File: config.mk
export PLATFORM = sky130hd
export DESIGN_NAME = decode_stage
export DESIGN_NICKNAME = d
export VERILOG_FILES = /design/src/logic/rv_pkg.sv /design/src/logic/decode_stage.sv /design/src/logic/reg_file.sv
export SDC_FILE = /design/constraint.sdc
export NUM_CORES = 2
export LEC_CHECK = 0
export BUFFER_PORTS_ARGS = -buffer_cell sky130_fd_sc_hd__buf_2
export CORE_MARGIN = 2
export CORE_UTILIZATION = 45
export CTS_CLUSTER_SIZE = 14
export DETAILED_ROUTE_END_ITERATION = 10
export SYNTH_ARGS = -nofsm -noshare
export SYNTH_HDL_FRONTEND = slang
export SYNTH_HIERARCHICAL = 1
export SYNTH_SLANG_ARGS = --single-unit
File: constraint.sdc
create_clock -name clk -period 9.7 [get_ports clk]
set_input_delay 2.91 -clock clk [delete_from_list [all_inputs] [get_ports clk]]
set_output_delay 2.91 -clock clk [all_outputs]
set_load 0.1 [all_outputs]
File: src/logic/rv_pkg.sv
package rv_pkg;

    typedef logic [31:0] word_t;     // Register value, ALU result or instruction
    typedef logic [4:0]  reg_addr_t;

    // Major opcodes of the supported subset
    typedef enum logic [6:0] {
        OP_REG    = 7'b0110011,
        OP_IMM    = 7'b0010011,
        OP_LOAD   = 7'b0000011,
        OP_STORE  = 7'b0100011,
        OP_BRANCH = 7'b1100011
    } opcode_e;

    typedef enum logic [2:0] {
        ALU_ADD,
        ALU_SUB,
        ALU_AND,
        ALU_OR,
        ALU_XOR,
        ALU_SLT
    } alu_op_e;

    // Operand source in execute
    typedef enum logic [1:0] {
        FWD_NONE,  // ID/EX register value
        FWD_MEM,   // EX/MEM result
        FWD_WB     // Writeback value
    } fwd_sel_e;

    //////////////////////////////
    // Instruction field positions
    //////////////////////////////
    localparam int OPCODE_LSB = 0;
    localparam int OPCODE_MSB = 6;
    localparam int RD_LSB     = 7;
    localparam int RD_MSB     = 11;
    localparam int FUNCT3_LSB = 12;
    localparam int FUNCT3_MSB = 14;
    localparam int RS1_LSB    = 15;
    localparam int RS1_MSB    = 19;
    localparam int RS2_LSB    = 20;
    localparam int RS2_MSB    = 24;
    localparam int FUNCT7_LSB = 25;
    localparam int FUNCT7_MSB = 31;

endpackage

File: src/logic/decode_stage.sv
`timescale 1ns/1ps

module decode_stage import rv_pkg::*; (
    input  logic      clk,
    input  logic      rst,
    input  word_t     if_pc_i,
    input  word_t     if_instr_i,
    input  logic      bubble_i,
    input  logic      wb_we_i,
    input  reg_addr_t wb_rd_i,
    input  word_t     wb_data_i,
    output reg_addr_t id_rs1_addr_o,
    output reg_addr_t id_rs2_addr_o,
    output word_t     ex_pc_o,
    output word_t     ex_rs1_data_o,
    output word_t     ex_rs2_data_o,
    output word_t     ex_imm_o,
    output reg_addr_t ex_rs1_addr_o,
    output reg_addr_t ex_rs2_addr_o,
    output reg_addr_t ex_rd_o,
    output alu_op_e   ex_alu_op_o,
    output logic      ex_use_imm_o,
    output logic      ex_mem_read_o,
    output logic      ex_mem_write_o,
    output logic      ex_reg_write_o,
    output logic      ex_branch_o,
    output logic      ex_branch_ne_o
);

    opcode_e    opcode;
    logic [2:0] funct3;
    logic [6:0] funct7;
    word_t      imm_i, imm_s, imm_b, imm;
    word_t      rs1_data, rs2_data;
    alu_op_e    alu_op;
    logic       use_imm, mem_read, mem_write, reg_write, branch, uses_rs2;

    assign opcode = opcode_e'(if_instr_i[OPCODE_MSB:OPCODE_LSB]);
    assign funct3 = if_instr_i[FUNCT3_MSB:FUNCT3_LSB];
    assign funct7 = if_instr_i[FUNCT7_MSB:FUNCT7_LSB];

    assign imm_i = {{20{if_instr_i[31]}}, if_instr_i[31:20]};
    assign imm_s = {{20{if_instr_i[31]}}, if_instr_i[31:25], if_instr_i[11:7]};
    assign imm_b = {{19{if_instr_i[31]}}, if_instr_i[31], if_instr_i[7],
                    if_instr_i[30:25], if_instr_i[11:8], 1'b0};

    assign id_rs1_addr_o = if_instr_i[RS1_MSB:RS1_LSB];
    // rs2 field is immediate bits for I-type so it is hidden from the hazard unit
    assign id_rs2_addr_o = uses_rs2 ? if_instr_i[RS2_MSB:RS2_LSB] : '0;

    reg_file u_reg_file (
        .clk        (clk),
        .rst        (rst),
        .rs1_addr_i (id_rs1_addr_o),
        .rs2_addr_i (id_rs2_addr_o),
        .we_i       (wb_we_i),
        .rd_i       (wb_rd_i),
        .rd_data_i  (wb_data_i),
        .rs1_data_o (rs1_data),
        .rs2_data_o (rs2_data)
    );

    //////////////////////////////
    // Control decode
    //////////////////////////////
    always_comb begin
        alu_op    = ALU_ADD;
        use_imm   = 1'b0;
        mem_read  = 1'b0;
        mem_write = 1'b0;
        reg_write = 1'b0;
        branch    = 1'b0;
        uses_rs2  = 1'b0;
        imm       = '0;
        case (opcode)
            OP_REG: begin
                reg_write = 1'b1;
                uses_rs2  = 1'b1;
                case (funct3)
                    3'b000:  alu_op = funct7[5] ? ALU_SUB : ALU_ADD;
                    3'b010:  alu_op = ALU_SLT;
                    3'b100:  alu_op = ALU_XOR;
                    3'b110:  alu_op = ALU_OR;
                    3'b111:  alu_op = ALU_AND;
                    default: alu_op = ALU_ADD;
                endcase
            end
            OP_IMM: begin  // ADDI only
                reg_write = 1'b1;
                use_imm   = 1'b1;
                imm       = imm_i;
            end
            OP_LOAD: begin
                reg_write = 1'b1;
                mem_read  = 1'b1;
                use_imm   = 1'b1;
                imm       = imm_i;
            end
            OP_STORE: begin
                mem_write = 1'b1;
                use_imm   = 1'b1;
                uses_rs2  = 1'b1;
                imm       = imm_s;
            end
            OP_BRANCH: begin
                branch   = 1'b1;
                uses_rs2 = 1'b1;
                imm      = imm_b;
            end
            default: ;  // All-zero word lands here as a bubble
        endcase
    end

    // ID/EX register
    always_ff @(posedge clk) begin
        if (rst) begin
            ex_pc_o        <= '0;
            ex_rs1_data_o  <= '0;
            ex_rs2_data_o  <= '0;
            ex_imm_o       <= '0;
            ex_rs1_addr_o  <= '0;
            ex_rs2_addr_o  <= '0;
            ex_rd_o        <= '0;
            ex_alu_op_o    <= ALU_ADD;
            ex_use_imm_o   <= 1'b0;
            ex_branch_ne_o <= 1'b0;
            ex_mem_read_o  <= 1'b0;
            ex_mem_write_o <= 1'b0;
            ex_reg_write_o <= 1'b0;
            ex_branch_o    <= 1'b0;
        end else begin
            ex_pc_o        <= if_pc_i;
            ex_rs1_data_o  <= rs1_data;
            ex_rs2_data_o  <= rs2_data;
            ex_imm_o       <= imm;
            ex_rs1_addr_o  <= id_rs1_addr_o;
            ex_rs2_addr_o  <= id_rs2_addr_o;
            ex_rd_o        <= if_instr_i[RD_MSB:RD_LSB];
            ex_alu_op_o    <= alu_op;
            ex_use_imm_o   <= use_imm;
            ex_branch_ne_o <= funct3[0];  // BNE
            ex_mem_read_o  <= mem_read  & ~bubble_i;
            ex_mem_write_o <= mem_write & ~bubble_i;
            ex_reg_write_o <= reg_write & ~bubble_i;
            ex_branch_o    <= branch    & ~bubble_i;
        end
    end

endmodule

File: src/logic/reg_file.sv
`timescale 1ns/1ps

module reg_file import rv_pkg::*; (
    input  logic      clk,
    input  logic      rst,
    input  reg_addr_t rs1_addr_i,
    input  reg_addr_t rs2_addr_i,
    input  logic      we_i,
    input  reg_addr_t rd_i,
    input  word_t     rd_data_i,
    output word_t     rs1_data_o,
    output word_t     rs2_data_o
);

    word_t regs [32];

    always_ff @(posedge clk) begin
        if (rst) begin
            for (int i = 0; i < 32; i++) begin
                regs[i] <= '0;
            end
        end else if (we_i && rd_i != '0) begin  // x0 never written
            regs[rd_i] <= rd_data_i;
        end
    end

    // Write-through so decode sees the value retiring this cycle
    assign rs1_data_o = (rs1_addr_i == '0) ? '0 :
                        (we_i && rd_i == rs1_addr_i) ? rd_data_i : regs[rs1_addr_i];
    assign rs2_data_o = (rs2_addr_i == '0) ? '0 :
                        (we_i && rd_i == rs2_addr_i) ? rd_data_i : regs[rs2_addr_i];

endmodule

Word-level counts from Yosys, hierarchy flattened
Memory sizes are Yosys's and may differ from the RTL's. A register that Yosys moved wholly into a read port is not among the register bits.
Cells that the tools add are included.
Word-level totals
  bits in registers: 88
  RAM bits: 1024
  logic and storage cells: 59
  memories kept: 1
Operators by class
  eq/ne operators: 9
  muxes and demuxes: 18
  bitwise gates (word level): 6
  reductions and logical operators: 13
Memory list
  u_reg_file.regs: words 32, width 32, rd ports 2, clocked after Yosys merged registers in 2, wr ports 32, line reg_file.sv:15  | word_t regs [32];
Operator list (number)
  one-hot mux 32 bit (3 select lines): 1
  two-way mux 32 bit: 1
  OR reduction 32 bit: 1
  one-hot mux 3 bit (5 select lines): 1
  equality test 7 x 6 -> 1 bit (second input constant): 2
  two-way mux 1 bit: 13
  logical NOT 5 bit: 2
  two-way mux 5 bit: 2
  equality test 3 bit (second input constant): 3
  OR reduction 3 bit: 3
  OR reduction 2 bit: 4
  equality test 7 x 2 -> 1 bit (second input constant): 1
  equality test 7 x 5 -> 1 bit (second input constant): 1
  equality test 7 bit (second input constant): 1
  nonzero test 5 bit: 1
  bitwise AND 1 bit: 4
  equality test 3 x 2 -> 1 bit (second input constant): 1
  logical NOT 3 bit: 1
  NOT 1 bit: 2
  logical AND 1 bit: 1

Longest topological paths before layout
  word-level depth: 7
  depth in mapped cells: 14
  depth with buffers taken out: 9

Cells and area by module
Netlist, hierarchy kept.
Modules (own cells, without submodules)
  reg_file: instances 1, cells each 3802, area each 55061.6 um2, seq. area each 30749.5 um2
  decode_stage: instances 1, cells each 336, area each 3965.1 um2, seq. area each 2662.6 um2

Worst setup path before layout
OpenSTA, ideal clock, no wires.
  path kind: input to output
  start: in if_instr_i[2]
  end: out id_rs2_addr_o[4]
  data arrival time: 4.205 ns
  data required time: 6.790 ns
  path slack: 2.585 ns
  stages on the path: 3
  path through: and4bb_2 -> and3_1 -> and2_1
Between the ends
  longest elaborated chain between the ends: 4
  elaborated cells on any way between the ends: 6
  those cells by class: eq/ne (3); mux (2); reduce/logical (1)
RTL lines
  from (decl): line decode_stage.sv:7  | input word_t if_instr_i,
  equality test 7 x 6 -> 1 bit or equality test 7 bit (tied branches): line decode_stage.sv:75  | case (opcode)
  OR reduction 3 bit (no line) *
  two-way mux 1 bit *: line decode_stage.sv:75
  two-way mux 5 bit *: line decode_stage.sv:49  | assign id_rs2_addr_o = uses_rs2 ? if_instr_i[RS2_MSB:RS2_LSB] : '0;
  to (decl): line decode_stage.sv:13  | output reg_addr_t id_rs2_addr_o,
Every way passes the cells marked *; elsewhere a longest branch is shown, timed or not.

Worst setup path after layout
  start: in if_instr_i[2]
  end: out id_rs2_addr_o[0]
Same word-level chain as after synthesis.

==> flow_summary.yaml <==
grt:
  grt_pass1_vias: 38600
  grt_pass1_wl_um: 304000
  gr-total-overflow: 0
  gr-usage-all-layers_pct: 32.4
  grt_max_degree: 95
  antenna_found_initial: 41
timing:
  finalHoldViolations: 0
  fmax_mhz: 130
  fin_crit_ns: 7.71
  tightest_slew_ns: 1.29
  fin_tns_setup_ns: 0
  finalMaxSlewViolations: 0
  setup_violations: 0
  grt_setup_unrepaired: "no"
  max-slew-margin-rel_pct: 13.6
  timing.final.crit_share_pct: 79.5
  finClkSkew_ns: 0.0280
route:
  antenna_left: 0
  wl_um: 221000
  drc: 0
  first_pass_iters: 6
  wire_per_inst_um: 36.1
  avgViaCountPerCell: 6.59
  vias: 40200
  drt_iter0_drc: 6493
worst_setup_path:
  rr_startpoint: "u_reg_file/regs[31][2]"
  end_kind: "output pin"
  required_ns: 6.79
  path_class: "input port to output pin"
  cp_num_buf_inv: 2
  max_stage_delay_ns: 0.67
  cp_max_fo: 34
  timing.rr.end: "ex_rs1_data_o[2]"
  path_cells: "buf_2 -> and4bb_2 -> and3_1 -> and2_4 -> buf_2"
  r2r_slack_ns: 7.24
  cp-start-kind: "input port"
  reg2reg_depth: 6
  crit_top_cell: "buf_2"
  cp_top_family: "simple AND/OR/NAND/NOR gates"
  cp.arrival_ns: 4.80
  critPathSlowestCell: "and2_4"
clocking:
  hold_buffers: 0
  tritoncts: "built"
  clock_latency_ns: 0.77
  path_clk_slew_ns: 0.06
  clkSinkCount: 1157
  htree_num_levels: 4
  clockBufferDepth: 3
  ctsRootBufferMaster: "clkbuf_16"
  numCtsBuffers: 133
  cts_setup_buffers: 0
  cts_resized: 0
power:
  power_w: 0.0122
  p_per_area_nw_per_um2: 184
  power.leakage_nw: 23.1
  peakVddDrop_v: 0.000186
job:
  maxCapViolations: 0
place:
  postPlaceCellArea_um2: 61800
  place.gp.congestion: 0.875
  dpl.cell_count: 5841
  hpwlAfterDp_um: 124000
  port_buffers: 266
synthesis:
  synth.cell_area_um2: 59000
  postSynthCellCount: 4138
  synthTopCellsByArea: "edfxtp_1 52%, mux4_2 14%, and2_1 11%"
  syn_avg_cell_area_um2: 14.3
  yosysSeqAreaShare_pct: 56.6
  ys.flop_type: "edfxtp_1"
  ys_ff_latch: 1157
  synth.distinct_cells: 61
  synth-edff-count: 1024
  synth_warnings: 6
  async_reset_ff_share_pct: 0
  synth_top_area_share_pct: 52.1
  yosys.area.top_type: "edfxtp_1"
die:
  dieWidth_um: 366
  num_rows: 132
  start_util_pct: 45.5
  die_h_um: 366
  io_pins: 267
  core_area_um2: 130000
  fp.dieArea_um2: 134000
finish:
  ff_latch_area_um2: 33400
  layout.nets: 4339
  final_area_um2: 66200
  nFillCells: 10900
  multi_input_area_um2: 23900
  area_delta_synth_final_pct: 12.2
  drive_gt1_share_pct: 24.3
  final_cell_count_no_fill: 6103
worst_hold_path:
  min_path_cells: 5
  hold_end: "ex_rs2_data_o[5]"
  worstHoldStart: "u_reg_file/regs[26][5]"
  hold_path_class: "register to register"
run_status:
  status: "finished clean"
## registers in the layout (all words and copies together) (netlist names)
| name | cells |
|---|---|
| ex_mem_read_o | 1 |
| ex_mem_write_o | 1 |
| ex_reg_write_o | 1 |
| ex_use_imm_o | 1 |
| ex_rs1_addr_o | 5 |
| ex_rd_o | 5 |
| ex_branch_o | 1 |
| ex_alu_op_o | 3 |
| u_reg_file/regs | 1024 |
| ex_rs2_addr_o | 5 |
| ex_rs2_data_o | 32 |
| ex_imm_o | 13 |
| ex_pc_o | 32 |
| ex_rs1_data_o | 32 |
| ex_branch_ne_o | 1 |
## final cells by class
class / count / share of cell area, %
Sequential cell: 1157 / 50.4
Multi-Input combinational cell: 2556 / 36.0
Clock buffer: 190 / 5.84
Timing Repair Buffer: 383 / 3.52
Tap cell: 1742 / 3.29
Clock inverter: 56 / 0.797
Antenna cell: 16 / 0.0604
Inverter: 3 / 0.0170
## worst register-to-register path, delay by kind of cell, from the launching register on
family,cells,cell delay (ns)
AOI/OAI and AO/OA,2,0.40
DFF,1,0.41
muxes,2,1.16
and+or+nand+nor,2,0.36
## per-stage QoR
| stage | utilization (%) | hold WS [ns] | worst slack [ns] |
|---|---|---|---|
| finish | 51.0 | 0.986 | 1.99 |
| global route | 51.0 | 1.03 | 1.91 |
| floorplan | - | 0.765 | 2.59 |
| global placement | 47.6 | 0.951 | 1.97 |
| detailed placement | 47.6 | 0.964 | 1.98 |
| CTS | 51.0 | 0.978 | 1.97 |
## cells in the mapped netlist (3+ instances only)
| master | n |
|---|---|
| clkbuf_1 | 290 |
| a32o_1 | 32 |
| o221ai_1 | 38 |
| nand2b_1 | 6 |
| xnor2_1 | 11 |
| mux2_2 | 6 |
| a22oi_1 | 111 |
| and2_1 | 1011 |
| a31oi_1 | 11 |
| a221oi_1 | 27 |
| nor3_1 | 3 |
| nor4b_1 | 3 |
| dfxtp_1 | 133 |
| nand3b_1 | 5 |
| or2_2 | 32 |
| a221o_1 | 11 |
| buf_1 | 22 |
| o221a_1 | 15 |
| buf_2 | 60 |
| buf_4 | 55 |
| a32oi_1 | 9 |
| nand3_1 | 13 |
| o21ai_1 | 49 |
| nor4_1 | 3 |
| o21ai_0 | 15 |
| a21oi_1 | 67 |
| o22ai_1 | 37 |
| buf_6 | 26 |
| nand2_1 | 68 |
| mux2i_1 | 330 |
| nor2b_1 | 115 |
| o2111ai_1 | 6 |
| a211oi_1 | 33 |
| mux4_2 | 375 |
| nor2_1 | 56 |
| edfxtp_1 | 1024 |
## cell families (layout without fill, tap and decap cells)
kind of cell,count (synthesis),count (layout),synth area share (%)
simple gates,1336,1336,13.8
compound gates,466,466,5.72
mux,711,711,20.0
flops,1157,1157,56.6
buf+inv,456,632,3.71
other cells,1,48,0.00635
xor+xnor,11,11,0.163
## metal layers
metal / wire length, µm / global-route usage (%) / share of wire, %
met1: 85100 / 46.1 / 39
met2: 95700 / 47.6 / 43
met3: 30800 / 8.57 / 14
met4: 8960 / 12.4 / 4.1
met5: 112 / 0 / 0.051
## cells in the final DEF (no fill, tap or decap), types with 13 or more instances in the layout
cell type,count
nand3_1,13
clkbuf_8,21
a211oi_1,33
o221a_1,15
nand2_1,68
buf_4,111
nor2_1,21
clkbuf_16,139
o221ai_1,38
a21oi_1,67
clkinv_1,17
conb_1,32
edfxtp_1,1024
buf_2,262
o21ai_0,14
or2_2,26
clkbuf_1,31
a221oi_1,27
nor2b_1,112
and2_1,1005
mux2i_1,330
a32o_1,32
a22oi_1,111
o22ai_1,37
nor2_4,34
clkinv_2,21
mux4_2,375
dfxtp_1,133
diode_2,16
o21ai_1,50
## worst max-delay path by stage
stage / from / endpoint / slack (ns) / cells after the start
finish: if_instr_i[2] / id_rs2_addr_o[0] / 1.99 / 5
global route: if_instr_i[2] / id_rs2_addr_o[0] / 1.91 / 5
CTS: if_instr_i[2] / id_rs2_addr_o[0] / 1.97 / 5
detailed placement: if_instr_i[2] / id_rs2_addr_o[0] / 1.98 / 5
global placement: if_instr_i[2] / id_rs2_addr_o[0] / 1.97 / 5
floorplan: if_instr_i[2] / id_rs2_addr_o[4] / 2.59 / 3
## power breakdown
part	internal [W]	total [W]	leakage, nW	switching [W]
Clock	0.00300	0.00510	2.17	0.00211
Combinational	0.000401	0.00128	10.1	0.000879
Sequential	0.00569	0.00582	10.8	0.000132
Total	0.00908	0.0122	23.1	0.00312
No activity file was read; power rests on OpenSTA's default activity.
