--- config.mk ---
export PLATFORM = sky130hd
export DESIGN_NAME = hazard_unit
export DESIGN_NICKNAME = d
export VERILOG_FILES = /design/src/logic/rv_pkg.sv /design/src/logic/hazard_unit.sv
export SDC_FILE = /design/constraint.sdc
export NUM_CORES = 1
export LEC_CHECK = 0
export ABC_AREA = 1
export BUFFER_PORTS_ARGS = -buffer_cell sky130_fd_sc_hd__buf_2
export CAP_MARGIN = 10
export CELL_PAD_IN_SITES_DETAIL_PLACEMENT = 2
export CELL_PAD_IN_SITES_GLOBAL_PLACEMENT = 2
export CORE_ASPECT_RATIO = 1.1
export CORE_MARGIN = 3
export CORE_UTILIZATION = 17
export DETAILED_ROUTE_END_ITERATION = 8
export PLACE_DENSITY_LB_ADDON = 0.1
export SLEW_MARGIN = 30
export SYNTH_ARGS = -nofsm -noshare
export SYNTH_HDL_FRONTEND = slang
export SYNTH_SLANG_ARGS = --single-unit
--- constraint.sdc ---
create_clock -name vclk -period 1.34
set_clock_uncertainty 0.15 [all_clocks]
set_input_delay 0.067 -clock vclk [all_inputs]
set_output_delay 0.067 -clock vclk [all_outputs]
set_load 0.05 [all_outputs]
--- src/logic/rv_pkg.sv ---
package rv_pkg;

    typedef logic [31:0] word_t;     // Register value, ALU result or instruction
    typedef logic [4:0]  reg_addr_t;

    // Major opcodes of the supported subset
    typedef enum logic [6:0] {
        OP_REG    = 7'b0110011,
        OP_IMM    = 7'b0010011,
        OP_LOAD   = 7'b0000011,
        OP_STORE  = 7'b0100011,
        OP_BRANCH = 7'b1100011
    } opcode_e;

    typedef enum logic [2:0] {
        ALU_ADD,
        ALU_SUB,
        ALU_AND,
        ALU_OR,
        ALU_XOR,
        ALU_SLT
    } alu_op_e;

    // Operand source in execute
    typedef enum logic [1:0] {
        FWD_NONE,  // ID/EX register value
        FWD_MEM,   // EX/MEM result
        FWD_WB     // Writeback value
    } fwd_sel_e;

    //////////////////////////////
    // Instruction field positions
    //////////////////////////////
    localparam int OPCODE_LSB = 0;
    localparam int OPCODE_MSB = 6;
    localparam int RD_LSB     = 7;
    localparam int RD_MSB     = 11;
    localparam int FUNCT3_LSB = 12;
    localparam int FUNCT3_MSB = 14;
    localparam int RS1_LSB    = 15;
    localparam int RS1_MSB    = 19;
    localparam int RS2_LSB    = 20;
    localparam int RS2_MSB    = 24;
    localparam int FUNCT7_LSB = 25;
    localparam int FUNCT7_MSB = 31;

endpackage

--- src/logic/hazard_unit.sv ---
`timescale 1ns/1ps

module hazard_unit import rv_pkg::*; (
    input  reg_addr_t id_rs1_addr_i,
    input  reg_addr_t id_rs2_addr_i,
    input  reg_addr_t ex_rs1_addr_i,
    input  reg_addr_t ex_rs2_addr_i,
    input  reg_addr_t ex_rd_i,
    input  logic      ex_mem_read_i,
    input  logic      branch_taken_i,
    input  reg_addr_t mem_rd_i,
    input  reg_addr_t wb_rd_i,
    input  logic      mem_reg_write_i,
    input  logic      wb_we_i,
    output logic      stall_o,
    output logic      flush_o,
    output fwd_sel_e  fwd_a_o,
    output fwd_sel_e  fwd_b_o
);

    // Youngest producer wins
    function automatic fwd_sel_e pick_src(
        input reg_addr_t src,
        input logic      mem_we,
        input reg_addr_t mem_rd,
        input logic      wb_we,
        input reg_addr_t wb_rd
    );
        fwd_sel_e sel;
        sel = FWD_NONE;
        if (mem_we && mem_rd != '0 && mem_rd == src) begin
            sel = FWD_MEM;
        end else if (wb_we && wb_rd != '0 && wb_rd == src) begin
            sel = FWD_WB;
        end
        return sel;
    endfunction

    // Load in execute feeding the instruction in decode
    assign stall_o = ex_mem_read_i && (ex_rd_i != '0) &&
                     (ex_rd_i == id_rs1_addr_i || ex_rd_i == id_rs2_addr_i);

    assign flush_o = branch_taken_i;

    assign fwd_a_o = pick_src(ex_rs1_addr_i, mem_reg_write_i, mem_rd_i,
                              wb_we_i, wb_rd_i);
    assign fwd_b_o = pick_src(ex_rs2_addr_i, mem_reg_write_i, mem_rd_i,
                              wb_we_i, wb_rd_i);

endmodule

After elaboration in Yosys (flattened, before gate mapping)
Index checks and enable logic that the tools add are counted.

word-level totals
  bits in registers = 0
  input port bits = 39
  word-level logic and storage cells = 22

cells by class
  eq/ne operators = 6
  mux-type cells = 4
  reductions and logical operators = 12

operators by type and width
  operator             count
  $eq A5 B5 Y1         6
  $reduce_bool A5 Y1   3
  $logic_and A1 B1 Y1  8
  $mux W2              4
  $logic_or A1 B1 Y1   1

Logic depth before layout (Yosys ltp)
Gate-level depths: netlist of run 1.

  depth after elaboration = 5
  gate-level depth with buffers = 7
  depth with buffers taken out = 7

Worst setup path after synthesis of run 1
Ideal clock, no wire load.

  kind = input port to output port
  start point = in mem_rd_i[2]
  end point = out fwd_a_o[1]
  arrival = 1.153 ns
  required time = 1.123 ns
  path slack = -0.030 ns
  cell stages on the path = 7
  path buffers = 0
  cells stage by stage = inv_2 > nand2_1 > nand2_1 > nor2_1 > nand3_1 > nor2_2 > nor2_1

between the ends
  longest elaborated chain between the ends = 4

RTL lines
  what                   RTL line           text
  start, declared        hazard_unit.sv:11  input reg_addr_t mem_rd_i,
  $reduce_bool A5 Y1     hazard_unit.sv:31  if (mem_we && mem_rd != '0 && mem_rd == src) begin
  $logic_and A1 B1 Y1    hazard_unit.sv:31
  $logic_and A1 B1 Y1 *  hazard_unit.sv:31
  $mux W2 *              hazard_unit.sv:31
  end, declared          hazard_unit.sv:17  output fwd_sel_e fwd_a_o,

Mark *: on every way between the ends. The rest lies on a longest branch, timed or not.

Worst setup path after layout of run 1
  start point = in mem_rd_i[2]
  end point = out fwd_a_o[0]

Same word-level chain as after synthesis.

==> metrics.log, run 1 <==
INFO  metric routed_wl = 2380 um
INFO  metric total_switching_power = 150 uW
INFO  metric design.seq.count = 0
INFO  metric placeableCoreArea = 0.00310 mm2
INFO  metric timing.critical_path.cells = buf_2, inv_2, nand2_1, nand2_1, nor2_1, nand3_1, nor2_4, buf_2
INFO  metric power_per_cell_area = 305 mW/mm2
INFO  metric n_antenna_cell = 0
INFO  metric status = complete, no violations
INFO  metric num_rows = 21
INFO  metric floorplan.initialDensity = 0.180
INFO  metric detailroute.via_count = 872
INFO  metric nNetsFinal = 210
INFO  metric synth_top_family_by_area = simple AND/OR/NAND/NOR gates
INFO  metric avgViaCountPerCell = 4.30
INFO  metric critPathMaxFanout = 4
INFO  metric syn_avg_cell_area = 4.44 um2
INFO  metric final_common_cell = sky130_fd_sc_hd__nand2_1
INFO  metric seq_power_share = 0
INFO  metric port_buffers = 43
INFO  metric final_total_negative_setup_slack = 0 ns
INFO  metric synth_mux_area_frac = 0
INFO  metric cpPeakStageDelay = 0.26 ns
INFO  metric finalCriticalPeriod = 1.19 ns
INFO  metric tightest_slew = 0.493 ns
INFO  metric post_synth_and_or_nand_nor_area_fraction = 0.622
INFO  metric clock_power_share = 0
INFO  metric yosys.area.top_type_share = 0.389
INFO  metric worstSetupEndpointType = output pin
INFO  metric grtUsageTotal = 0.116
INFO  metric criticalPathCategory = input pin to output pin
INFO  metric slew_violations = 0
INFO  metric post_cts.repair.setup_buffers = 0
INFO  metric timing.max_cap.violations = 0
INFO  metric grt_first_pass_wirelength = 3680 um
INFO  metric achievable-frequency = 0.841 GHz
INFO  metric die_boundary_width = 60.7 um
INFO  metric clock_buffer_count = 0
INFO  metric post-route-util = 0.269
INFO  metric synth-compound-area-share = 0.0179
INFO  metric total_iterations_of_the_first_detailed_routing_run = 2
INFO  metric placedCellCount = 202
INFO  metric max-vdd-ir-drop = 0.0557 mV
INFO  metric syn-cell-area = 559 um2
INFO  metric drive_gt1_frac = 0.337
INFO  metric instances_no_fill = 203
INFO  metric synthToLayoutAreaGrowth = 49.0%
INFO  metric mostFrequentLayoutCells = 58 x sky130_fd_sc_hd__nand2_1, 43 x sky130_fd_sc_hd__buf_2, 16 x sky130_fd_sc_hd__nor2_1, 16 x sky130_fd_sc_hd__inv_1, 10 x sky130_fd_sc_hd__inv_2
INFO  metric route.antenna.remaining_nets = 0
INFO  metric gp_routability_congestion = 0.773
INFO  metric crit_family = simple AND/OR/NAND/NOR gates
INFO  metric pin_count_of_the_biggest_net_entering_global_routing = 5
INFO  metric rsz_0062_raised_after_global_routing = false
INFO  metric detailedPlace.worstSlack = 0.123 ns
INFO  metric via_count_of_the_first_global_routing_pass = 921
INFO  metric dp_hpwl = 2290 um
INFO  metric synth_warnings = 0
INFO  metric critPathRequiredTime = 1.12 ns
INFO  metric power.static_leakage = 0.000547 uW
INFO  metric cp_slowest_cell = sky130_fd_sc_hd__buf_2
INFO  metric wl_per_cell = 11.7 um
INFO  metric syn_inst = 126
INFO  metric critical_path.startpoint_type = input pin
INFO  metric drt_first_iter_violations = 19
INFO  metric boundaryPins = 45
INFO  metric internal_power = 105 uW
INFO  metric setup_ws = 0.151 ns
INFO  metric holdCritPathClass = input pin to output pin
INFO  metric seq_area_frac_synth = 0
INFO  metric detail_route.drc_violations = 0
INFO  metric timing.final.hold_violations = 0
INFO  metric setup_violations = 0
INFO  metric chipHeight = 66.2 um
INFO  metric antenna_found_initial = 0
INFO  metric area_taken_by_flip_flops_and_latches = 0 um2
INFO  metric finalCritPeriodShare = 0.888
INFO  metric critical_path_arrival = 0.97 ns
INFO  metric netSwitchingFraction = 0.588
INFO  metric cp.buffers_inverters = 3
INFO  metric die_area = 0.00401 mm2
INFO  metric post_synth_fa_ha_maj_area_fraction = 0
INFO  metric synth.distinct_cells = 13
INFO  metric net_count_after_synthesis = 165
INFO  metric xor_xnor_cell_area_share_of_the_yosys_netlist = 0.172
INFO  metric slew_headroom = 0.670
INFO  metric yosys-top-cells-area = sky130_fd_sc_hd__nand2_1 39%, sky130_fd_sc_hd__xnor2_1 13%, sky130_fd_sc_hd__inv_1 11%
INFO  metric post_cts.resized_instances = 0
INFO  metric combinationalPowerShare = 1.000
INFO  metric synth.largest_area_cell = sky130_fd_sc_hd__nand2_1
INFO  metric grt.overflow.total = 0
worst min-delay path, delay by kind of cell:
family,cells,cell delay (ns)
AOI/OAI and AO/OA,2,0.12
buffers and inverters,2,0.30
metal layers:
layer / vias up / part of all wire / GRT usage
li1: 453 / - / -
met1: 392 / 0.38 / 0.120
met2: 27 / 0.56 / 0.253
met3: 0 / 0.058 / 0.00586
met4: 0 / 0 / 0
met5: - / 0 / 0
power by group through the flow:
| stage | clock (uW) | combinational, uW | sequential, uW |
|---|---|---|---|
| final | 0 | 254 | 0 |
| after global routing | 0 | 289 | 0 |
| after CTS | 0 | 262 | 0 |
| after detailed placement | 0 | 252 | 0 |
| after global placement | 0 | 242 | 0 |
| after floorplan | 0 | 140 | 0 |
per-stage QoR:
step / cell area [um2] / power [uW] / hold slack (ns)
finish: 833 / 254 / 0.407
global route: 833 / 289 / 0.433
CTS: 833 / 262 / 0.410
detailed placement: 823 / 252 / -0.0154
global placement: 823 / 242 / -0.0154
floorplan: 573 / 140 / 0.151
cell type report:
class / instances / area [um2]
fill: 434 / 2270
multi-input combinational: 99 / 468
timing repair buffer: 44 / 225
inverter: 26 / 97.6
tap: 34 / 42.5
repair_timing:
action,4_1_cts,5_1_grt
hold buffers,1,0
endpoints found under the hold margin,1,0
endpoints found under the setup margin,0,0
kinds of logic after synthesis:
logic type | after synthesis
AOI/OAI and AO/OA | 2
xor gates and xnor gates | 11
buffers and inverters | 27
and+or+nand+nor | 86
synth_stat cells:
library cell              instances
sky130_fd_sc_hd__a21oi_1          1
sky130_fd_sc_hd__buf_4            1
sky130_fd_sc_hd__inv_1           16
sky130_fd_sc_hd__inv_2           10
sky130_fd_sc_hd__nand2_1         58
sky130_fd_sc_hd__nand2_2          1
sky130_fd_sc_hd__nand3_1          4
sky130_fd_sc_hd__nand4_1          5
sky130_fd_sc_hd__nor2_1          16
sky130_fd_sc_hd__nor2_2           2
sky130_fd_sc_hd__o21ai_1          1
sky130_fd_sc_hd__xnor2_1          8
sky130_fd_sc_hd__xor2_1           3
worst paths after layout:
check          to  cells after the start          start  slack (ns)
max    fwd_a_o[0]                      8    mem_rd_i[2]        0.15
min       stall_o                      4  ex_mem_read_i        0.41
Note: power is estimated with default switching activity, not from simulation.
==> run 2: changes to the inputs <==
--- a/config.mk
+++ b/config.mk
@@ -12,7 +12,7 @@
 export CELL_PAD_IN_SITES_GLOBAL_PLACEMENT = 2
 export CORE_ASPECT_RATIO = 1.1
 export CORE_MARGIN = 3
-export CORE_UTILIZATION = 17
+export CORE_UTILIZATION = 16
 export DETAILED_ROUTE_END_ITERATION = 8
 export PLACE_DENSITY_LB_ADDON = 0.1
 export SLEW_MARGIN = 30
==> constraint.sdc (replaced) <==
create_clock -name vclk -period 1.21
set_clock_uncertainty 0.15 [all_clocks]
set_input_delay 0.0605 -clock vclk [all_inputs]
set_output_delay 0.0605 -clock vclk [all_outputs]
set_load 0.05 [all_outputs]
==> run 2 against run 1 <==
  * Combinational power grew 17%
  * Sequential share of layout area stayed put
  * Clock-buffer cell count stayed put
  * Via count grew 0.80%
  * Non-clock buffer count unchanged
  * Utilization grew 1.3 points
  * Cell area up 8.4%
  * Final cell count grew 5.9%
  * First-iteration DRC count shrank 68%
  * Critical endpoint is now fwd_b_o[1]
  * Largest power group unchanged
==> metrics.log, run 2 (same netlist as run 1, synthesis figures left out) <==
INFO  metric finalCritPeriodShare = 0.929
INFO  metric post-route-util = 0.282 (was 0.269)
INFO  metric power_per_cell_area = 330 mW/mm2 (was 305 mW/mm2)
INFO  metric avgViaCountPerCell = 4.09 (was 4.30)
INFO  metric cpPeakStageDelay = 0.15 ns (was 0.26 ns)
INFO  metric critical_path.startpoint_type = input pin (unchanged)
INFO  metric routed_wl = 2460 um (was 2380 um)
INFO  metric clock_buffer_count = 0 (unchanged)
INFO  metric highest_layer = met3 (unchanged)
INFO  metric rsz_0062_raised_after_global_routing = true (was false)
INFO  metric num_rows = 21 (unchanged)
INFO  metric die_area = 0.00424 mm2 (was 0.00401 mm2)
INFO  metric timing.max_cap.violations = 0 (unchanged)
INFO  metric nNetsFinal = 210 (unchanged)
INFO  metric antenna_found_initial = 0 (unchanged)
INFO  metric die_boundary_width = 62.4 um (was 60.7 um)
INFO  metric met2_routed_length = 1390 um (was 1340 um)
INFO  metric grt.overflow.total = 0 (unchanged)
INFO  metric timing.hold.worst_path_depth = 4 (unchanged)
INFO  metric slew_headroom = 0.666 (was 0.670)
INFO  metric critical_path_arrival = 0.91 ns (was 0.97 ns)
INFO  metric finalCriticalPeriod = 1.12 ns
INFO  metric tightest_slew = 0.499 ns (was 0.493 ns)
INFO  metric boundaryPins = 45 (unchanged)
INFO  metric floorplan.initialDensity = 0.174 (was 0.180)
INFO  metric wl_per_cell = 11.4 um (was 11.7 um)
INFO  metric critical_path.most_common_cell = sky130_fd_sc_hd__nand2_1
INFO  metric holdCritPathClass = input pin to output pin (unchanged)
INFO  metric port_buffers = 43 (unchanged)
INFO  metric drive_gt1_frac = 0.373 (was 0.337)
INFO  metric detail_route.drc_violations = 0 (unchanged)
INFO  metric timing.critical_path.cells = buf_2, inv_1, nand2_1, nand2_1, nor2_1, nand3_2, nor2_4, nor2_2, buf_6 (was buf_2, inv_2, nand2_1, nand2_1, nor2_1, nand3_1, nor2_4, buf_2)
INFO  metric gp_routability_congestion = 0.723 (was 0.773)
INFO  metric cp.buffers_inverters = 3 (unchanged)
INFO  metric grtUsageTotal = 0.112 (was 0.116)
INFO  metric crit_family = simple AND/OR/NAND/NOR gates (unchanged)
INFO  metric detailedPlace.worstSlack = 0.0112 ns (was 0.123 ns)
INFO  metric wl_met3 = 117 um (was 139 um)
INFO  metric filler_cell_count = 457 (was 434)
INFO  metric mostFrequentLayoutCells = 58 x sky130_fd_sc_hd__nand2_1, 38 x sky130_fd_sc_hd__buf_2, 16 x sky130_fd_sc_hd__inv_1 (was 58 x sky130_fd_sc_hd__nand2_1, 43 x sky130_fd_sc_hd__buf_2, 16 x sky130_fd_sc_hd__nor2_1, 16 x sky130_fd_sc_hd__inv_1, 10 x sky130_fd_sc_hd__inv_2)
INFO  metric synthToLayoutAreaGrowth = 61.5% (was 49.0%)
INFO  metric grt_first_pass_wirelength = 4020 um (was 3680 um)
INFO  metric placeableCoreArea = 0.00321 mm2 (was 0.00310 mm2)
INFO  metric achievable-frequency = 0.890 GHz
INFO  metric dp_hpwl = 2320 um (was 2290 um)
INFO  metric chipHeight = 68.0 um (was 66.2 um)
INFO  metric setup_violations = 0 (unchanged)
INFO  metric final_common_cell = sky130_fd_sc_hd__nand2_1 (unchanged)
INFO  metric n_antenna_cell = 0 (unchanged)
INFO  metric criticalPathCategory = input pin to output pin (unchanged)
INFO  metric design.seq.count = 0 (unchanged)
INFO  metric route.antenna.remaining_nets = 0 (unchanged)
INFO  metric slew_violations = 0 (unchanged)
INFO  metric detailroute.via_count = 879 (was 872)
INFO  metric hold_path_end = stall_o (unchanged)
INFO  metric critPathRequiredTime = 1.00 ns (was 1.12 ns)
INFO  metric worstSetupEndpointType = output pin (unchanged)
INFO  metric status = complete, no violations (unchanged)
INFO  metric power.static_leakage = 0.000560 uW (was 0.000547 uW)
INFO  metric critPathMaxFanout = 3 (was 4)
INFO  metric total_iterations_of_the_first_detailed_routing_run = 4 (was 2)
INFO  metric cp_slowest_cell = sky130_fd_sc_hd__nor2_1 (was sky130_fd_sc_hd__buf_2)
INFO  metric area_taken_by_flip_flops_and_latches = 0 um2 (unchanged)
INFO  metric hold_path.startpoint = ex_mem_read_i (unchanged)
INFO  metric via_count_of_the_first_global_routing_pass = 959 (was 921)
INFO  metric routedLengthMet1 = 951 um (was 909 um)
INFO  metric pin_count_of_the_biggest_net_entering_global_routing = 5 (unchanged)
INFO  metric timing.final.hold_violations = 0 (unchanged)
INFO  metric max-vdd-ir-drop = 0.0783 mV (was 0.0557 mV)
INFO  metric multi_input_combinational_cell_area = 495 um2 (was 468 um2)
INFO  metric post_cts.repair.setup_buffers = 0 (unchanged)
INFO  metric drt_first_iter_violations = 6 (was 19)
INFO  metric setup_ws = 0.0860 ns (was 0.151 ns)
## run 2: changes by cell type in the layout (fill, tap and decap cells not counted)
cell | previous run | this run
sky130_fd_sc_hd__nand3_1 | 4 | 3
sky130_fd_sc_hd__buf_4 | 0 | 1
sky130_fd_sc_hd__nand3_2 | 0 | 1
sky130_fd_sc_hd__nor2_2 | 0 | 3
sky130_fd_sc_hd__buf_6 | 0 | 4
sky130_fd_sc_hd__buf_2 | 43 | 38
sky130_fd_sc_hd__nor2_1 | 16 | 13
sky130_fd_sc_hd__xnor2_1 | 8 | 6
sky130_fd_sc_hd__xnor2_2 | 0 | 2
## run 2: metrics by stage
stage	instances	total power, uW	setup TNS (ns)	hold WS [ns]	cell area (um2)
after floorplan	126	155	-0.113	0.138	576
after global placement	214	268	0	-0.0287	841
after detailed placement	214	279	0	-0.0287	841
after CTS	215	290	0	0.400	851
after global routing	215	337	-0.0355	0.375	903
final	215	298	0	0.345	903
## run 2: cell type report
class,count,area share
well taps,46,0.0637
multi-input cells,99,0.548
inverters,26,0.108
repair buffers,44,0.280
## run 2: power by group
| part | switching, uW | internal (uW) | total [uW] |
|---|---|---|---|
| registers | 0 | 0 | 0 |
| clock network | 0 | 0 | 0 |
| logic | 172 | 126 | 298 |
## run 2: how the worst max path moves through the flow
stage                           startpoint         end  slack, ns  depth (start not counted)
final                     ex_rs2_addr_i[2]  fwd_b_o[1]       0.09                          9
after global routing            wb_rd_i[4]  fwd_a_o[1]      -0.02                          7
after global placement         mem_rd_i[4]  fwd_a_o[1]      0.009                          7
after detailed placement       mem_rd_i[4]  fwd_a_o[1]       0.01                          7
after CTS                      mem_rd_i[4]  fwd_a_o[1]      0.002                          7
after floorplan                mem_rd_i[4]  fwd_a_o[1]      -0.11                          5
## run 2: layer usage
metal	GRT usage	vias to the layer above
met5	0	-
met3	0.0148	0
met2	0.261	29
met4	0	0
li1	-	457
met1	0.111	393
## run 2: timing repair
item | 4_1_cts | 5_1_grt
endpoints found under the setup margin | 0 | 5
resized for setup | 0 | 19
hold buffers | 1 | 0
hold endpoints to repair | 1 | 0
==> run 3: changes to the inputs <==
--- a/config.mk
+++ b/config.mk
@@ -11,7 +11,6 @@
 export CELL_PAD_IN_SITES_DETAIL_PLACEMENT = 2
 export CELL_PAD_IN_SITES_GLOBAL_PLACEMENT = 2
 export CORE_ASPECT_RATIO = 1.1
-export CORE_MARGIN = 3
 export CORE_UTILIZATION = 16
 export DETAILED_ROUTE_END_ITERATION = 8
 export PLACE_DENSITY_LB_ADDON = 0.1
==> run 3 against run 2 <==
  * Routed wire length decreased by 3.9%
  * Setup slack worse by 0.024 ns
  * Non-clock buffer count stayed put
  * Critical path depth shrank 1
  * Largest cell class unchanged
  * Highest routed layer unchanged
==> metrics.log, run 3 (same netlist as run 1, synthesis figures left out) <==
INFO  metric pin_count_of_the_biggest_net_entering_global_routing = 5 (unchanged)
INFO  metric routedLengthMet1 = 856 um (was 951 um)
INFO  metric power_per_cell_area = 326 mW/mm2 (was 330 mW/mm2)
INFO  metric boundaryPins = 45 (unchanged)
INFO  metric highest_layer = met3 (unchanged)
INFO  metric antenna_found_initial = 0 (unchanged)
INFO  metric design.seq.count = 0 (unchanged)
INFO  metric final_common_cell = sky130_fd_sc_hd__nand2_1 (unchanged)
INFO  metric floorplan.initialDensity = 0.168 (was 0.174)
INFO  metric post_cts.repair.setup_buffers = 0 (unchanged)
INFO  metric grt.overflow.total = 0 (unchanged)
INFO  metric timing.max_cap.violations = 0 (unchanged)
INFO  metric instances_no_fill = 217 (was 215)
INFO  metric slew_violations = 0 (unchanged)
INFO  metric power.static_leakage = 0.000549 uW (was 0.000560 uW)
INFO  metric cpPeakStageDelay = 0.24 ns (was 0.15 ns)
INFO  metric nNetsFinal = 210 (unchanged)
INFO  metric placedCellCount = 216 (was 214)
INFO  metric filler_cell_count = 438 (was 457)
INFO  metric die_area = 0.00374 mm2 (was 0.00424 mm2)
INFO  metric finalCritPeriodShare = 0.949 (was 0.929)
INFO  metric wl_met3 = 114 um (was 117 um)
INFO  metric clock_buffer_count = 0 (unchanged)
INFO  metric chipHeight = 64.0 um (was 68.0 um)
INFO  metric met2_routed_length = 1390 um (about the same)
INFO  metric criticalPathCategory = input pin to output pin (unchanged)
INFO  metric status = complete, no violations (unchanged)
INFO  metric num_rows = 22 (was 21)
INFO  metric cp_slowest_cell = sky130_fd_sc_hd__clkbuf_4 (was sky130_fd_sc_hd__nor2_1)
INFO  metric via_count_of_the_first_global_routing_pass = 963 (was 959)
INFO  metric avgViaCountPerCell = 4.03 (was 4.09)
INFO  metric critical_path_arrival = 0.94 ns (was 0.91 ns)
INFO  metric crit_family = simple AND/OR/NAND/NOR gates (unchanged)
INFO  metric port_buffers = 43 (unchanged)
INFO  metric hold_slack = 0.346 ns (was 0.345 ns)
INFO  metric holdCritPathClass = input pin to output pin (unchanged)
INFO  metric route.antenna.remaining_nets = 0 (unchanged)
INFO  metric routed_wl = 2360 um (was 2460 um)
INFO  metric timing.final.hold_violations = 0 (unchanged)
INFO  metric critical_path.startpoint_type = input pin (unchanged)
INFO  metric grt_first_pass_wirelength = 3880 um (was 4020 um)
INFO  metric tightest_slew = 0.501 ns (was 0.499 ns)
INFO  metric drt_first_iter_violations = 12 (was 6)
INFO  metric placeableCoreArea = 0.00333 mm2 (was 0.00321 mm2)
INFO  metric achievable-frequency = 0.871 GHz (was 0.890 GHz)
INFO  metric mostFrequentLayoutCells = 58 x sky130_fd_sc_hd__nand2_1, 37 x sky130_fd_sc_hd__buf_2, 16 x sky130_fd_sc_hd__inv_1 (was 58 x sky130_fd_sc_hd__nand2_1, 38 x sky130_fd_sc_hd__buf_2, 16 x sky130_fd_sc_hd__inv_1)
INFO  metric synthToLayoutAreaGrowth = 58.4% (was 61.5%)
INFO  metric cp.buffers_inverters = 3 (unchanged)
INFO  metric finalPower = 289 uW (was 298 uW)
INFO  metric max-vdd-ir-drop = 0.0667 mV (was 0.0783 mV)
INFO  metric setup_violations = 0 (unchanged)
INFO  metric wl_per_cell = 10.9 um (was 11.4 um)
INFO  metric critPathRequiredTime = 1.00 ns (about the same)
INFO  metric die_boundary_width = 58.4 um (was 62.4 um)
INFO  metric total_iterations_of_the_first_detailed_routing_run = 2 (was 4)
INFO  metric grtUsageTotal = 0.130 (was 0.112)
INFO  metric detailroute.via_count = 874 (was 879)
INFO  metric critical_path.most_common_cell = sky130_fd_sc_hd__nand2_1 (unchanged)
INFO  metric critPathMaxFanout = 4 (was 3)
INFO  metric detail_route.drc_violations = 0 (unchanged)
INFO  metric n_antenna_cell = 0 (unchanged)
INFO  metric gp_routability_congestion = 0.739 (was 0.723)
INFO  metric drive_gt1_frac = 0.355 (was 0.373)
INFO  metric timing.critical_path.cells = buf_4, inv_2, nand2_1, nand2_1, nor2_1, nand3_1, nor2_4, clkbuf_4 (was buf_2, inv_1, nand2_1, nand2_1, nor2_1, nand3_2, nor2_4, nor2_2, buf_6)
INFO  metric area_taken_by_flip_flops_and_latches = 0 um2 (unchanged)
INFO  metric worstSetupEndpointType = output pin (unchanged)
INFO  metric finalCriticalPeriod = 1.15 ns (was 1.12 ns)
INFO  metric slew_headroom = 0.665 (was 0.666)
INFO  metric dp_hpwl = 2210 um (was 2320 um)
==> run 3: final cells by class <==
type / instances / area, um2 / share of cell area
inverters: 26 / 97.6 / 0.110
multi-input cells: 99 / 480 / 0.542
well taps: 48 / 60.1 / 0.0678
repair buffers: 44 / 248 / 0.280
==> run 3: what timing repair did <==
action,in CTS,in global routing
pin swaps,0,5
setup endpoints to repair,2,4
hold buffers,1,0
resized for setup,2,10
endpoints found under the hold margin,1,0
==> run 3: final timing paths <==
kind / from / endpoint / slack (ns) / cells past startpoint
max: mem_rd_i[2] / fwd_a_o[0] / 0.06 / 8
min: ex_mem_read_i / stall_o / 0.35 / 4
==> run 3: per-stage QoR <==
stage	setup WS (ns)	instance area (um2)	setup TNS [ns]	util
final	0.0619	886	0	0.266
after global placement	-0.0165	843	-0.0256	0.253
after CTS	0.0226	858	0	0.258
after detailed placement	-0.00566	843	-0.0108	0.253
after floorplan	-0.113	576	-0.113	-
after global routing	-0.0312	886	-0.0312	0.266
==> run 3: power breakdown <==
part | switching, uW | internal, uW | leakage (uW)
clock network | 0 | 0 | 0
logic | 167 | 121 | 0.000549
registers | 0 | 0 | 0
==> run 3: tightest hold or removal path, delay by kind of cell <==
family                 cells  cell delay (ns)
buffers and inverters      2             0.24
AOI/OAI and AO/OA          2             0.14
==> run 3: layer usage <==
metal,up-vias,GRT usage
met5,-,0
met1,393,0.131
met2,26,0.290
met3,0,0.00607
li1,455,-
met4,0,0
